==> src/logic/eth_frame_pkg.sv <==
/*
 Ethernet frame format definitions for the GMII transmit monitor.
 Field widths and the fixed octet, type and CRC values of a frame.
 Shared by the RTL and the testbench through scoped names.
*/
package eth_frame_pkg;

   // ------------------------------------------------------------------
   // field types
   // ------------------------------------------------------------------
   typedef logic [7:0]  octet_t;
   typedef logic [47:0] mac_addr_t;
   typedef logic [15:0] field16_t;
   typedef logic [31:0] crc_t;

   // ------------------------------------------------------------------
   // framing octets and ethertypes
   // ------------------------------------------------------------------
   localparam octet_t preamble_octet = 8'h55;
   localparam octet_t sfd_octet      = 8'hD5;

   localparam field16_t ethertype_vlan  = 16'h8100;
   localparam field16_t ethertype_pause = 16'h8808;

   // 01-80-c2-00-00-01, first octet on the wire in the low byte
   localparam mac_addr_t pause_dst_addr = 48'h01_00_00_C2_80_01;

   // frame length without FCS
   localparam int min_frame_octets = 60;

   // ------------------------------------------------------------------
   // CRC-32
   // ------------------------------------------------------------------
   localparam crc_t crc_poly    = 32'h04C11DB7;
   localparam crc_t crc_residue = 32'hC704DD7B;

   // header plus FCS overhead, untagged and tagged
   localparam int hdr_octets      = 18;
   localparam int vlan_hdr_octets = 22;

endpackage
==> src/logic/eth_mon_pkg.sv <==
/*
 Monitor-internal types. Parser state encoding, the control strobes
 the parser hands to the checkers, and the decoded field and error
 status records presented at the monitor outputs.
*/
package eth_mon_pkg;

   // parser states
   typedef enum logic [3:0] {
      idle,
      prmbl,
      dst,
      src,
      typelen,
      pause,
      tag,
      len,
      data,
      pad,
      crc,
      abort,
      utype
   } mon_state_e;

   // saturating octet counter
   typedef logic [15:0] pos_cnt_t;

   // strobes from the parser to the CRC and payload checkers
   typedef struct packed {
      logic     dst_start;
      logic     crc_en;
      logic     data_en;
      pos_cnt_t data_idx;
   } parse_ctl_t;

   // decoded header fields of the last frame
   typedef struct packed {
      eth_frame_pkg::mac_addr_t dst;
      eth_frame_pkg::mac_addr_t src;
      eth_frame_pkg::field16_t  len_type;
      eth_frame_pkg::field16_t  vlan_ctl;
      eth_frame_pkg::field16_t  pquant;
      logic [13:0]              prmble_len;
      logic                     is_vlan;
      logic                     is_pause;
   } frame_info_t;

   // per-frame error flags
   typedef struct packed {
      logic crc_err;
      logic prmbl_err;
      logic len_err;
      logic payload_err;
      logic frame_err;
      logic pause_op_err;
      logic pause_dst_err;
      logic mac_err;
      logic end_err;
   } frame_status_t;

endpackage

==> src/logic/eth_monitor.sv <==
/*
 GMII transmit monitor top level. Connects the frame parser to the
 CRC and payload checkers and gathers all error flags into status.
 info and status are valid when frm_rcvd pulses.
*/
module eth_monitor #(
   parameter int max_payload_len = 1500
) (
   input  logic                       tx_clk_int,
   input  logic                       reset,
   input  eth_frame_pkg::octet_t      txd,
   input  logic                       tx_dv,
   input  logic                       tx_er,
   output eth_mon_pkg::frame_info_t   info,
   output eth_mon_pkg::frame_status_t status,
   output eth_frame_pkg::octet_t      payload,
   output logic                       payload_vld,
   output logic                       frm_rcvd
);

   eth_mon_pkg::parse_ctl_t ctl;
   logic crc_err;
   logic payload_err;
   logic prmbl_err;
   logic len_err;
   logic frame_err;
   logic pause_op_err;
   logic pause_dst_err;
   logic mac_err;
   logic end_err;

   eth_frame_parser #(
      .max_payload_len(max_payload_len)
   ) u_parser (
      .tx_clk_int   (tx_clk_int),
      .reset        (reset),
      .txd          (txd),
      .tx_dv        (tx_dv),
      .tx_er        (tx_er),
      .ctl          (ctl),
      .info         (info),
      .prmbl_err    (prmbl_err),
      .len_err      (len_err),
      .frame_err    (frame_err),
      .pause_op_err (pause_op_err),
      .pause_dst_err(pause_dst_err),
      .mac_err      (mac_err),
      .end_err      (end_err),
      .frm_rcvd     (frm_rcvd)
   );

   eth_crc_check u_crc (
      .tx_clk_int(tx_clk_int),
      .reset     (reset),
      .txd       (txd),
      .ctl       (ctl),
      .crc_err   (crc_err)
   );

   eth_payload_check u_payload (
      .tx_clk_int (tx_clk_int),
      .reset      (reset),
      .txd        (txd),
      .ctl        (ctl),
      .payload    (payload),
      .payload_vld(payload_vld),
      .payload_err(payload_err)
   );

   // checker flags beside the parser flags
   assign status = '{crc_err:       crc_err,
                     prmbl_err:     prmbl_err,
                     len_err:       len_err,
                     payload_err:   payload_err,
                     frame_err:     frame_err,
                     pause_op_err:  pause_op_err,
                     pause_dst_err: pause_dst_err,
                     mac_err:       mac_err,
                     end_err:       end_err};

endmodule

==> src/logic/eth_payload_check.sv <==
/*
 Payload bus and pattern check. Payload octets appear on the bus one
 cycle after the wire. Octet 0 is the start value and octet 1 the
 increment; each later octet must equal the previous expected value
 plus the increment, modulo 256.
*/
module eth_payload_check (
   input  logic                    tx_clk_int,
   input  logic                    reset,
   input  eth_frame_pkg::octet_t   txd,
   input  eth_mon_pkg::parse_ctl_t ctl,
   output eth_frame_pkg::octet_t   payload,
   output logic                    payload_vld,
   output logic                    payload_err
);

   eth_frame_pkg::octet_t exp_q;
   eth_frame_pkg::octet_t incr_q;

   always_ff @(posedge tx_clk_int or posedge reset)
   begin
      if (reset)
      begin
         payload_vld <= 1'b0;
         payload_err <= 1'b0;
      end
      else
      begin
         payload_vld <= ctl.data_en;
         // also cleared at frame start for frames without payload
         if (ctl.dst_start || (ctl.data_en && ctl.data_idx == '0))
            payload_err <= 1'b0;
         else if (ctl.data_en && ctl.data_idx > 1 && txd != exp_q)
            payload_err <= 1'b1;
      end
   end

   always_ff @(posedge tx_clk_int)
   begin
      if (ctl.data_en)
      begin
         payload <= txd;
         if (ctl.data_idx == '0)
            exp_q <= txd;
         else if (ctl.data_idx == 1)
         begin
            incr_q <= txd;
            exp_q  <= exp_q + txd;
         end
         else
            exp_q <= exp_q + incr_q;
      end
   end

endmodule

==> src/logic/eth_crc_check.sv <==
/*
 Running CRC-32 over the octets the parser marks as CRC span, from
 the first destination octet through the FCS. A good frame leaves
 the fixed residue, so crc_err is valid after the last FCS octet.
*/
module eth_crc_check (
   input  logic                    tx_clk_int,
   input  logic                    reset,
   input  eth_frame_pkg::octet_t   txd,
   input  eth_mon_pkg::parse_ctl_t ctl,
   output logic                    crc_err
);

   eth_frame_pkg::crc_t crc_q;
   eth_frame_pkg::crc_t crc_nxt;

   // eight serial steps per octet, lsb first
   always_comb
   begin
      crc_nxt = ctl.dst_start ? '1 : crc_q;
      for (int i = 0; i < 8; i++)
      begin
         if (txd[i] ^ crc_nxt[31])
            crc_nxt = (crc_nxt << 1) ^ eth_frame_pkg::crc_poly;
         else
            crc_nxt = crc_nxt << 1;
      end
   end

   always_ff @(posedge tx_clk_int)
   begin
      if (ctl.crc_en)
         crc_q <= crc_nxt;
   end

   always_ff @(posedge tx_clk_int or posedge reset)
   begin
      if (reset)
         crc_err <= 1'b0;
      else if (ctl.crc_en)
         crc_err <= (crc_nxt != eth_frame_pkg::crc_residue);
   end

endmodule

==> src/logic/eth_frame_parser.sv <==
/*
 GMII transmit frame parser. Tracks each frame from the preamble to
 the FCS, captures the header fields and raises the framing and
 header error flags. The strobes on ctl tell the CRC and payload
 checkers which octets they take.
*/
module eth_frame_parser #(
   parameter int max_payload_len = 1500
) (
   input  logic                     tx_clk_int,
   input  logic                     reset,
   input  eth_frame_pkg::octet_t    txd,
   input  logic                     tx_dv,
   input  logic                     tx_er,
   output eth_mon_pkg::parse_ctl_t  ctl,
   output eth_mon_pkg::frame_info_t info,
   output logic                     prmbl_err,
   output logic                     len_err,
   output logic                     frame_err,
   output logic                     pause_op_err,
   output logic                     pause_dst_err,
   output logic                     mac_err,
   output logic                     end_err,
   output logic                     frm_rcvd
);

   eth_mon_pkg::mon_state_e state;
   eth_mon_pkg::mon_state_e state_nxt;
   eth_mon_pkg::mon_state_e last_state;
   eth_mon_pkg::pos_cnt_t   count;
   eth_mon_pkg::pos_cnt_t   count_nxt;
   eth_mon_pkg::pos_cnt_t   poscnt;
   eth_mon_pkg::pos_cnt_t   len_ovh;
   eth_frame_pkg::field16_t flen;
   logic                    last_tx_dv;
   logic                    sof;
   logic                    frm_end;
   logic                    len_chk;

   assign sof     = tx_dv & ~last_tx_dv;
   assign frm_end = (last_state != eth_mon_pkg::idle) && (state == eth_mon_pkg::idle);

   // full length/type value while its second octet is on txd
   assign flen = {info.len_type[15:8], txd};

   assign len_ovh = info.is_vlan ? eth_mon_pkg::pos_cnt_t'(eth_frame_pkg::vlan_hdr_octets)
                                 : eth_mon_pkg::pos_cnt_t'(eth_frame_pkg::hdr_octets);

   // length check only for plain length frames above the pad limit
   assign len_chk = frm_end && (last_state == eth_mon_pkg::crc) && !info.is_pause &&
                    ((!info.is_vlan && info.len_type > 45) || (info.is_vlan && info.len_type > 41));

   // ------------------------------------------------------------------
   // checker strobes
   // ------------------------------------------------------------------
   always_comb
   begin
      ctl.dst_start = (state == eth_mon_pkg::dst) && (last_state != eth_mon_pkg::dst);
      ctl.data_en   = (state == eth_mon_pkg::data);
      ctl.data_idx  = count;
      case (state)
         eth_mon_pkg::idle, eth_mon_pkg::prmbl, eth_mon_pkg::abort: ctl.crc_en = 1'b0;
         eth_mon_pkg::utype: ctl.crc_en = tx_dv;
         default: ctl.crc_en = 1'b1;
      endcase
   end

   // ------------------------------------------------------------------
   // frame state machine
   // ------------------------------------------------------------------
   always_comb
   begin
      state_nxt = state;
      count_nxt = (count == '1) ? count : count + 1'b1;
      // dv dropping inside a known frame is an abort
      if (!tx_dv && state != eth_mon_pkg::idle && state != eth_mon_pkg::abort &&
          state != eth_mon_pkg::utype)
      begin
         state_nxt = eth_mon_pkg::abort;
      end
      else
      begin
         case (state)
            eth_mon_pkg::idle:
               if (sof)
                  state_nxt = eth_mon_pkg::prmbl;
            eth_mon_pkg::prmbl:
               if (txd == eth_frame_pkg::sfd_octet)
                  state_nxt = eth_mon_pkg::dst;
            eth_mon_pkg::dst:
               if (count == 5)
                  state_nxt = eth_mon_pkg::src;
            eth_mon_pkg::src:
               if (count == 5)
                  state_nxt = eth_mon_pkg::typelen;
            eth_mon_pkg::typelen:
               if (count != '0)
               begin
                  if (flen <= max_payload_len)
                     state_nxt = (flen != '0) ? eth_mon_pkg::data : eth_mon_pkg::pad;
                  else if (flen == eth_frame_pkg::ethertype_pause)
                     state_nxt = eth_mon_pkg::pause;
                  else if (flen == eth_frame_pkg::ethertype_vlan)
                     state_nxt = eth_mon_pkg::tag;
                  else
                     state_nxt = eth_mon_pkg::utype;
               end
            eth_mon_pkg::pause:
               if (count == 3)
                  state_nxt = eth_mon_pkg::pad;
            eth_mon_pkg::tag:
               if (count == 1)
                  state_nxt = eth_mon_pkg::len;
            eth_mon_pkg::len:
               // a second tag lands here as a type and is not decoded
               if (count != '0)
               begin
                  if (flen > max_payload_len)
                     state_nxt = eth_mon_pkg::utype;
                  else
                     state_nxt = (flen != '0) ? eth_mon_pkg::data : eth_mon_pkg::pad;
               end
            eth_mon_pkg::data:
               if (count >= info.len_type - 1'b1)
                  state_nxt = (poscnt < eth_frame_pkg::min_frame_octets - 1) ?
                              eth_mon_pkg::pad : eth_mon_pkg::crc;
            eth_mon_pkg::pad:
               if (poscnt >= eth_frame_pkg::min_frame_octets - 1)
                  state_nxt = eth_mon_pkg::crc;
            eth_mon_pkg::crc:
               if (count == 3)
                  state_nxt = eth_mon_pkg::idle;
            eth_mon_pkg::abort, eth_mon_pkg::utype:
               if (!tx_dv)
                  state_nxt = eth_mon_pkg::idle;
            default:
               state_nxt = eth_mon_pkg::idle;
         endcase
      end
      // field counter restarts on every state change
      if (state_nxt != state)
         count_nxt = '0;
   end

   always_ff @(posedge tx_clk_int or posedge reset)
   begin
      if (reset)
      begin
         state      <= eth_mon_pkg::idle;
         last_state <= eth_mon_pkg::idle;
         count      <= '0;
         poscnt     <= '0;
         last_tx_dv <= 1'b0;
      end
      else
      begin
         state      <= state_nxt;
         last_state <= state;
         count      <= count_nxt;
         last_tx_dv <= tx_dv;
         if (ctl.dst_start)
            poscnt <= 16'd1;
         else if (poscnt != '1)
            poscnt <= poscnt + 1'b1;
      end
   end

   // ------------------------------------------------------------------
   // field capture
   // ------------------------------------------------------------------
   always_ff @(posedge tx_clk_int or posedge reset)
   begin
      if (reset)
      begin
         info <= '0;
      end
      else
      begin
         if (sof)
         begin
            info.prmble_len <= 14'd1;
            info.is_pause   <= 1'b0;
         end
         else if (state == eth_mon_pkg::prmbl)
            info.prmble_len <= info.prmble_len + 1'b1;
         case (state)
            eth_mon_pkg::dst: info.dst[{count[2:0], 3'b000} +: 8] <= txd;
            eth_mon_pkg::src: info.src[{count[2:0], 3'b000} +: 8] <= txd;
            eth_mon_pkg::typelen, eth_mon_pkg::len:
            begin
               if (count == '0)
                  info.len_type[15:8] <= txd;
               else
                  info.len_type[7:0] <= txd;
               // tag info of the previous frame goes at the outer type
               if (state == eth_mon_pkg::typelen)
               begin
                  info.is_vlan  <= 1'b0;
                  info.vlan_ctl <= '0;
               end
            end
            eth_mon_pkg::tag:
            begin
               info.is_vlan <= 1'b1;
               if (count == '0)
                  info.vlan_ctl[15:8] <= txd;
               else
                  info.vlan_ctl[7:0] <= txd;
            end
            eth_mon_pkg::pause:
            begin
               info.is_pause <= 1'b1;
               // octets 0 and 1 are the opcode
               if (count == 2)
                  info.pquant[15:8] <= txd;
               else if (count == 3)
                  info.pquant[7:0] <= txd;
            end
            default: ;
         endcase
      end
   end

   // ------------------------------------------------------------------
   // error flags and end of frame
   // ------------------------------------------------------------------
   always_ff @(posedge tx_clk_int or posedge reset)
   begin
      if (reset)
      begin
         prmbl_err     <= 1'b0;
         len_err       <= 1'b0;
         frame_err     <= 1'b0;
         pause_op_err  <= 1'b0;
         pause_dst_err <= 1'b0;
         mac_err       <= 1'b0;
         end_err       <= 1'b0;
         frm_rcvd      <= 1'b0;
      end
      else
      begin
         frm_rcvd <= frm_end;
         if (sof)
         begin
            prmbl_err     <= (txd != eth_frame_pkg::preamble_octet);
            mac_err       <= tx_er;
            frame_err     <= 1'b0;
            end_err       <= 1'b0;
            pause_op_err  <= 1'b0;
            pause_dst_err <= 1'b0;
         end
         else
         begin
            if (state == eth_mon_pkg::prmbl && txd != eth_frame_pkg::preamble_octet &&
                txd != eth_frame_pkg::sfd_octet)
               prmbl_err <= 1'b1;
            if (state == eth_mon_pkg::abort)
               frame_err <= 1'b1;
            if (tx_er && tx_dv)
               mac_err <= 1'b1;
            // nothing more expected but dv still high
            if (frm_end && tx_dv)
               end_err <= 1'b1;
            if (state == eth_mon_pkg::pause)
            begin
               if ((count == 0 && txd != 8'h00) || (count == 1 && txd != 8'h01))
                  pause_op_err <= 1'b1;
               if (info.dst != eth_frame_pkg::pause_dst_addr)
                  pause_dst_err <= 1'b1;
            end
         end
         if (state == eth_mon_pkg::typelen)
            len_err <= 1'b0;
         else if (len_chk)
            len_err <= tx_dv || (info.len_type != poscnt - len_ovh);
      end
   end

endmodule

==> config.mk <==
export PLATFORM = sky130hd
export DESIGN_NAME = eth_monitor
export DESIGN_NICKNAME = d
export VERILOG_FILES = /design/src/logic/eth_frame_pkg.sv /design/src/logic/eth_mon_pkg.sv /design/src/logic/eth_monitor.sv /design/src/logic/eth_payload_check.sv /design/src/logic/eth_crc_check.sv /design/src/logic/eth_frame_parser.sv
export SDC_FILE = /design/constraint.sdc
export NUM_CORES = 1
export LEC_CHECK = 0
export ABC_CLOCK_PERIOD_IN_PS = 8200
export BUFFER_PORTS_ARGS = -buffer_cell sky130_fd_sc_hd__buf_2
export CORE_MARGIN = 4
export CORE_UTILIZATION = 40
export DETAILED_ROUTE_END_ITERATION = 8
export GPL_TIMING_DRIVEN = 0
export HOLD_SLACK_MARGIN = 0.08
export PLACE_DENSITY = 0.64
export SLEW_MARGIN = 20
export SYNTH_ARGS = -nofsm -noshare
export SYNTH_HDL_FRONTEND = slang
export SYNTH_SLANG_ARGS = --single-unit
==> constraint.sdc <==
create_clock -name tx_clk_int -period 8.2 [get_ports tx_clk_int]
set_clock_uncertainty 0.2 [all_clocks]
set_input_delay 0.82 -clock tx_clk_int [delete_from_list [all_inputs] [get_ports tx_clk_int]]
set_output_delay 0.82 -clock tx_clk_int [all_outputs]
set_load 0.02 [all_outputs]
==> metrics.yaml, run 1 <==
status:
  status: "complete, no violations"
timing:
  max_slew_margin_pct: 24.33
  whs_ns: 0.1792
  tightestPinTransition_ns: 1.135
  setup_violations: 0
  hold_viol: 0
  fmax_mhz: 218.7
  tns_ns: 0
  rsz0062_at_grt: "no"
  fin_crit_sh_pct: 55.75
  fin_ws_ns: 3.628
  slew_violations: 0
  period_needed_ns: 4.572
placed_design:
  dp_hpwl_um: 31660
  io_buffer_count: 190
  routabilityCongestion: 0.9474
  pre_cts_ws_ns: 3.050
global_route:
  grt_first_pass_wirelength_um: 67290
  antenna_found_initial: 1
  grt_pass1_vias: 11472
  grt_start_max_net_pins: 94
  grt-ovfl-total: 0
  grt_usage_pct: 21.80
yosys:
  netlist.area_leader.share_pct: 36.48
  netlist_area_um2: 14540
  synthCells: 1401
  synth-seq-cells: 268
  yosys-top-cells-area: "dfrtp_1 36%, edfxtp_1 12%, xnor2_1 7.0%"
  synth_ff_type: "dfrtp_1"
  syn_avg_cell_area_um2: 10.38
  synth_edf_count: 56
  yosysWarnings: 0
  yosys.area.top_type: "dfrtp_1"
  yosysSeqAreaShare_pct: 48.04
  syn-num-nets: 1450
  async_reset_ff_share_pct: 79.10
  ys_types: 72
power:
  ir_drop_v: 0.0002038
  total_power_mw: 6.366
  power_leakage_nw: 7.451
  power_density_nw_per_um2: 371.7
clocking:
  htreeDepth: 1
  cts_tree: "built"
  clk_pin_slew_ns: 0.07
  cts_buffer_depth: 3
  cts_buffers: 31
  cts-root-buf: "clkbuf_16"
  clk-insertion-delay-late_ns: 0.56
  cts.sink_count: 268
  cts_resized: 0
routing:
  drtIter0Drc: 636
  routedWlPerCell_um: 20.79
  drc: 0
  via_per_inst: 5.423
  vias: 11458
  firstDrtPassIters: 5
  routed_wl_um: 43920
  ant_nets: 0
min_path:
  hold_start: "u_parser.state[2]"
  worst_hold_path_type: "reg2reg"
layout:
  fillers: 3423
  nets: 1679
  diodes: 0
  postLayoutCoreUtil_pct: 47.92
  drive_gt1_share_pct: 23.31
  layout_commonest_cell: "dfrtp_1"
  mostFrequentLayoutCells: "212 x dfrtp_1, 208 x buf_2, 184 x nand2_1, 117 x xnor2_1, 100 x nor2_1"
  area_growth_pct: 17.78
critical_path:
  worstPathArrival_ns: 4.68
  crit_required_ns: 8.31
  regToRegSetupSlack_ns: 3.64
  max_stage_delay_ns: 0.83
  crit_fanout: 10
  critPathCaptureType: "flip-flop"
  crit_start: "txd[1]"
  worst_setup_path_start_kind: "input pin"
  path_cells: "buf_2, clkbuf_1, clkbuf_1, clkbuf_1, nand2_1, nand2_1, ha_1, a21o_1, a21oi_1, o21bai_1, a21oi_1, o21ai_0, xor2_1, o21ai_0, nand2_1, nand3_1"
  worstSetupPathType: "in2reg"
  worstReg2RegStart: "u_parser.last_state[0]"
  slowest_stage: "clkbuf_1"
die:
  fp.dieH_um: 198.7
  start_util_pct: 40.69
  die_w_um: 198.7
  ioPinCount: 191
  die-area_um2: 39470
  core_um2: 35740
  num_rows: 69
flow_run:
  drv_cap: 0
-- synthesized netlist by cell type, drive strengths merged (2+ instances only) --
cell type,number
dfrtp,212
nand2,184
xnor2,124
nor2,101
xor2,86
mux2,80
o21ai,77
edfxtp,56
clkbuf,55
nand3,41
a21oi,39
ha,35
buf,33
nor3,32
nor4,26
inv,22
and3,20
nand4,18
a22o,17
a211oi,10
and2,10
nand2b,10
nor2b,9
nor4b,9
or3,9
a31oi,8
a21o,7
o211ai,7
mux2i,6
or4,6
nor3b,5
a2111oi,4
nand3b,4
a221oi,3
and4,3
nand4b,3
o21a,3
or2,3
a41oi,2
fa,2
nor4bb,2
o21bai,2
or4b,2
-- cell families after synthesis --
group                    Yosys count  share of synthesized area (%)
AND/OR/NAND/NOR                  499                          17.22
flip-flops                       268                          48.04
XOR/XNOR                         211                          13.16
AO/OA/AOI/OAI                    189                          8.294
buffers and inverters            110                          3.312
multiplexers                      86                          6.608
adder cells (fa/ha/maj)           38                          3.355
-- stage by stage --
step	cell area (µm²)	std cells
final	17130	2113
after global routing	17130	2113
after CTS	17120	2113
after detailed placement	16190	2057
after global placement	16070	2052
after floorplan	14540	1401
-- cell type report --
cell class | count | area [µm²] | share of cell area (%)
multi-input cells | 1023 | 7099 | 41.45
flip-flops and latches | 268 | 6987 | 40.79
repair buffers | 196 | 1054 | 6.151
clock buffers | 46 | 872.1 | 5.092
well taps | 461 | 576.8 | 3.368
plain buffers | 88 | 400.4 | 2.338
inverters | 22 | 90.09 | 0.5260
clock inverters | 9 | 48.80 | 0.2849
-- power by group --
part / leakage (nW) / internal [mW] / switching, mW
Clock: 0.443 / 0.728 / 0.550
Sequential: 3.06 / 1.81 / 0.215
Combinational: 3.95 / 1.22 / 1.84
Total: 7.45 / 3.76 / 2.60
-- per-layer routing --
metal,track usage [%],routed length (µm),part of all wire (%),vias up
met5,0,13,0.030,-
met4,5.800,1227,2.8,2
met3,5.369,3319,7.6,62
met2,34.28,19730,45,390
met1,30.42,19630,45,5664
li1,-,-,-,5340
-- state kept, by name, summed over array words and instances (netlist names), 4 cells and up --
register,flops
u_crc.crc_q,32
u_parser.count,16
u_parser.info,160
u_parser.last_state,4
u_parser.poscnt,16
u_parser.state,4
u_payload.exp_q,8
u_payload.incr_q,8
u_payload.payload,8
-- worst max-delay path: cells and delay by family --
family / cells / cell delay [ns]
XOR/XNOR: 1 / 0.22
AND/OR/NAND/NOR: 4 / 0.48
buffers and inverters: 4 / 1.95
adder cells (fa/ha/maj): 1 / 0.25
AO/OA/AOI/OAI: 6 / 0.97
-- timing repair --
action | in CTS | in global routing
setup buffers | 0 | 0
hold buffers | 1 | 0
hold endpoints to repair | 32 | 0
-- path summary, 6_finish.rpt --
kind | endpoint | depth (start not counted)
max in group asynchronous | u_parser.poscnt[4] | 4
min reg2reg | u_parser.last_state[2] | 0
max reg2reg | u_crc.crc_err | 13
min | u_parser.last_state[2] | 0
max | u_payload.exp_q[7] | 16
min in group asynchronous | u_parser.info[92] | 3
(Power assumes the default switching activity.)
==> inputs of run 2 (changes only) <==
--- a/config.mk
+++ b/config.mk
@@ -5,7 +5,7 @@
 export SDC_FILE = /design/constraint.sdc
 export NUM_CORES = 1
 export LEC_CHECK = 0
-export ABC_CLOCK_PERIOD_IN_PS = 8200
+export ABC_CLOCK_PERIOD_IN_PS = 4400
 export BUFFER_PORTS_ARGS = -buffer_cell sky130_fd_sc_hd__buf_2
 export CORE_MARGIN = 4
 export CORE_UTILIZATION = 40
==> constraint.sdc (replaced) <==
create_clock -name tx_clk_int -period 4.4 [get_ports tx_clk_int]
set_clock_uncertainty 0.2 [all_clocks]
set_input_delay 0.44 -clock tx_clk_int [delete_from_list [all_inputs] [get_ports tx_clk_int]]
set_output_delay 0.44 -clock tx_clk_int [all_outputs]
set_load 0.02 [all_outputs]
==> run 2 against run 1 <==
Clock-buffer cell count decreased by 3. First-iteration DRC count increased by 50%. Critical path type is now reg2reg. Largest power group unchanged. Combinational power increased by 89%. Final area increased by 1.9%. Clock power increased by 91%.
==> metrics.yaml, run 2 (synthesized netlist as in run 1, its figures left out) <==
power:
  power_frac_clock_pct: 20.4
  p_comb_share_pct: 48.1
  swShare_pct: 40.69
  power_leakage_nw: 7.599
  power_frac_seq_pct: 31.5
  ir_drop_v: 0.0003580
  power_density_nw_per_um2: 688.0
  p_int_mw: 7.121
  p_sw_mw: 4.886
die:
  start_util_pct: 40.69
  die_w_um: 198.7
  core_um2: 35740
  ioPinCount: 191
  fp.dieH_um: 198.7
  num_rows: 69
  die-area_um2: 39470
critical_path:
  critPathCaptureType: "flip-flop"
  worstSetupPathType: "reg2reg"
  rr_worst_depth: 15
  crit_required_ns: 4.68
  max_stage_delay_ns: 0.48
  worstPathArrival_ns: 4.39
  path_cells: "or3_1, or3_1, nor2_1, xnor2_1, ha_1, and3_1, nand4_1, o21ai_0, a21oi_1, a21oi_1, a211oi_2, o211ai_1, a211o_4, buf_6, nor3_2"
  slowest_stage: "dfrtp_1"
  crit_fanout: 10
  worst_setup_path_start_kind: "flip-flop"
layout:
  nets: 1691
  layout_commonest_cell: "dfrtp_1"
  top_regs: "u_parser.info x160, u_crc.crc_q x32"
  final_area_um2: 17450
  fin_cells: 2127
  area_growth_pct: 20.00
  mostFrequentLayoutCells: "212 x dfrtp_1, 209 x buf_2, 184 x nand2_1, 117 x xnor2_1, 99 x nor2_1"
  top_register: "u_parser.info"
  drive_gt1_share_pct: 24.68
  largest_reg_flops: 160
  postLayoutCoreUtil_pct: 48.83
routing:
  ant_nets: 0
  drtIter0Drc: 953
  via_per_inst: 5.462
  firstDrtPassIters: 6
  routed_wl_um: 44010
  drc: 0
  routedWlPerCell_um: 20.69
  vias: 11618
placed_design:
  routabilityCongestion: 0.9319
  io_buffer_count: 190
  dp_hpwl_um: 32110
  dp.cells: 2061
  pre_cts_ws_ns: -0.2835
  dpl_cell_area_um2: 16280
timing:
  fmax_mhz: 243.3
  tns_ns: 0
  rsz0062_at_grt: "no"
  fin_ws_ns: 0.2903
  fin_crit_sh_pct: 93.40
  hold_viol: 0
  max_slew_margin_pct: 23.59
  period_needed_ns: 4.110
  setup_violations: 0
  slew_violations: 0
  tightestPinTransition_ns: 1.146
clocking:
  cts.sink_count: 268
  clk-insertion-delay-late_ns: 0.57
  cts-root-buf: "clkbuf_16"
  clk_pin_slew_ns: 0.06
  htreeDepth: 1
  cts_buffers: 30
  cts_tree: "built"
  cts_buffer_depth: 3
min_path:
  whs_path_depth: 0
  worst_hold_path_type: "reg2reg"
global_route:
  grt_start_max_net_pins: 35
  grt_pass1_vias: 11620
  grt_usage_pct: 21.96
  antenna_found_initial: 1
  grt_first_pass_wirelength_um: 68130
  grt-ovfl-total: 0
status:
  status: "complete, no violations"
flow_run:
  drv_cap: 0
[run 2: repair_timing]
item                                    4_1_cts  5_1_grt
pin swaps                                     0        1
hold endpoints to repair                     33        0
endpoints found under the setup margin       14       18
resized for setup                             3       21
buffers inserted                              0        2
hold buffers                                 11        0
[run 2: critical path: cells and delay by family, from the launching register on]
family	cells	cell delay, ns
buffers and inverters	1	0.17
DFF	1	0.48
and+or+nand+nor	6	1.49
adders and majority gates	1	0.28
AOI/OAI and AO/OA	6	1.22
xor gates and xnor gates	1	0.17
[run 2: stage by stage]
step                      hold slack, ns  power (mW)
after floorplan                   0.1487       7.997
after detailed placement          0.1616       9.438
after global routing              0.1950       12.71
final                             0.1726       12.01
after global placement            0.1720       9.267
after CTS                         0.1754       11.97
[run 2: routing by layer]
| layer | share of wire, % | wire length [µm] | vias to the layer above | global-route usage (%) |
|---|---|---|---|---|
| li1 | - | - | 5364 | - |
| met1 | 43 | 18920 | 5722 | 29.85 |
| met2 | 45 | 19780 | 449 | 34.52 |
| met3 | 8.8 | 3858 | 83 | 5.640 |
| met4 | 3.3 | 1454 | 0 | 7.320 |
| met5 | 0 | 0 | - | 0 |
[run 2: path summary, 6_finish.rpt]
kind | from | endpoint | slack (ns)
worst max-delay path | u_parser.info[60] | u_parser.count[9] | 0.29
worst min-delay path | u_parser.state[2] | u_parser.last_state[2] | 0.17
worst max register to register | u_parser.info[60] | u_parser.count[9] | 0.29
worst min register to register | u_parser.state[2] | u_parser.last_state[2] | 0.17
max in group asynchronous | reset | u_parser.info[3] | 2.69
min in group asynchronous | reset | u_parser.info[70] | 0.30
[run 2: cell type report]
type                       instances  area [µm²]
buffer                            85       406.6
tap                              461       576.8
antenna                            1       2.502
multi-input combinational       1023        7171
clock inverter                    12       101.3
inverter                          22       86.33
fill                            3360       18290
timing repair buffer             212        1256
sequential                       268        6987
clock buffer                      43       864.6
[run 2: power by group through the flow]
stage	Sequential, mW	Combinational (mW)	Clock (mW)
detailed placement	3.81	5.63	0
finish	3.78	5.77	2.45
global placement	3.81	5.45	0
floorplan	4.02	3.98	0
CTS	3.77	5.68	2.52
global route	3.84	6.26	2.62
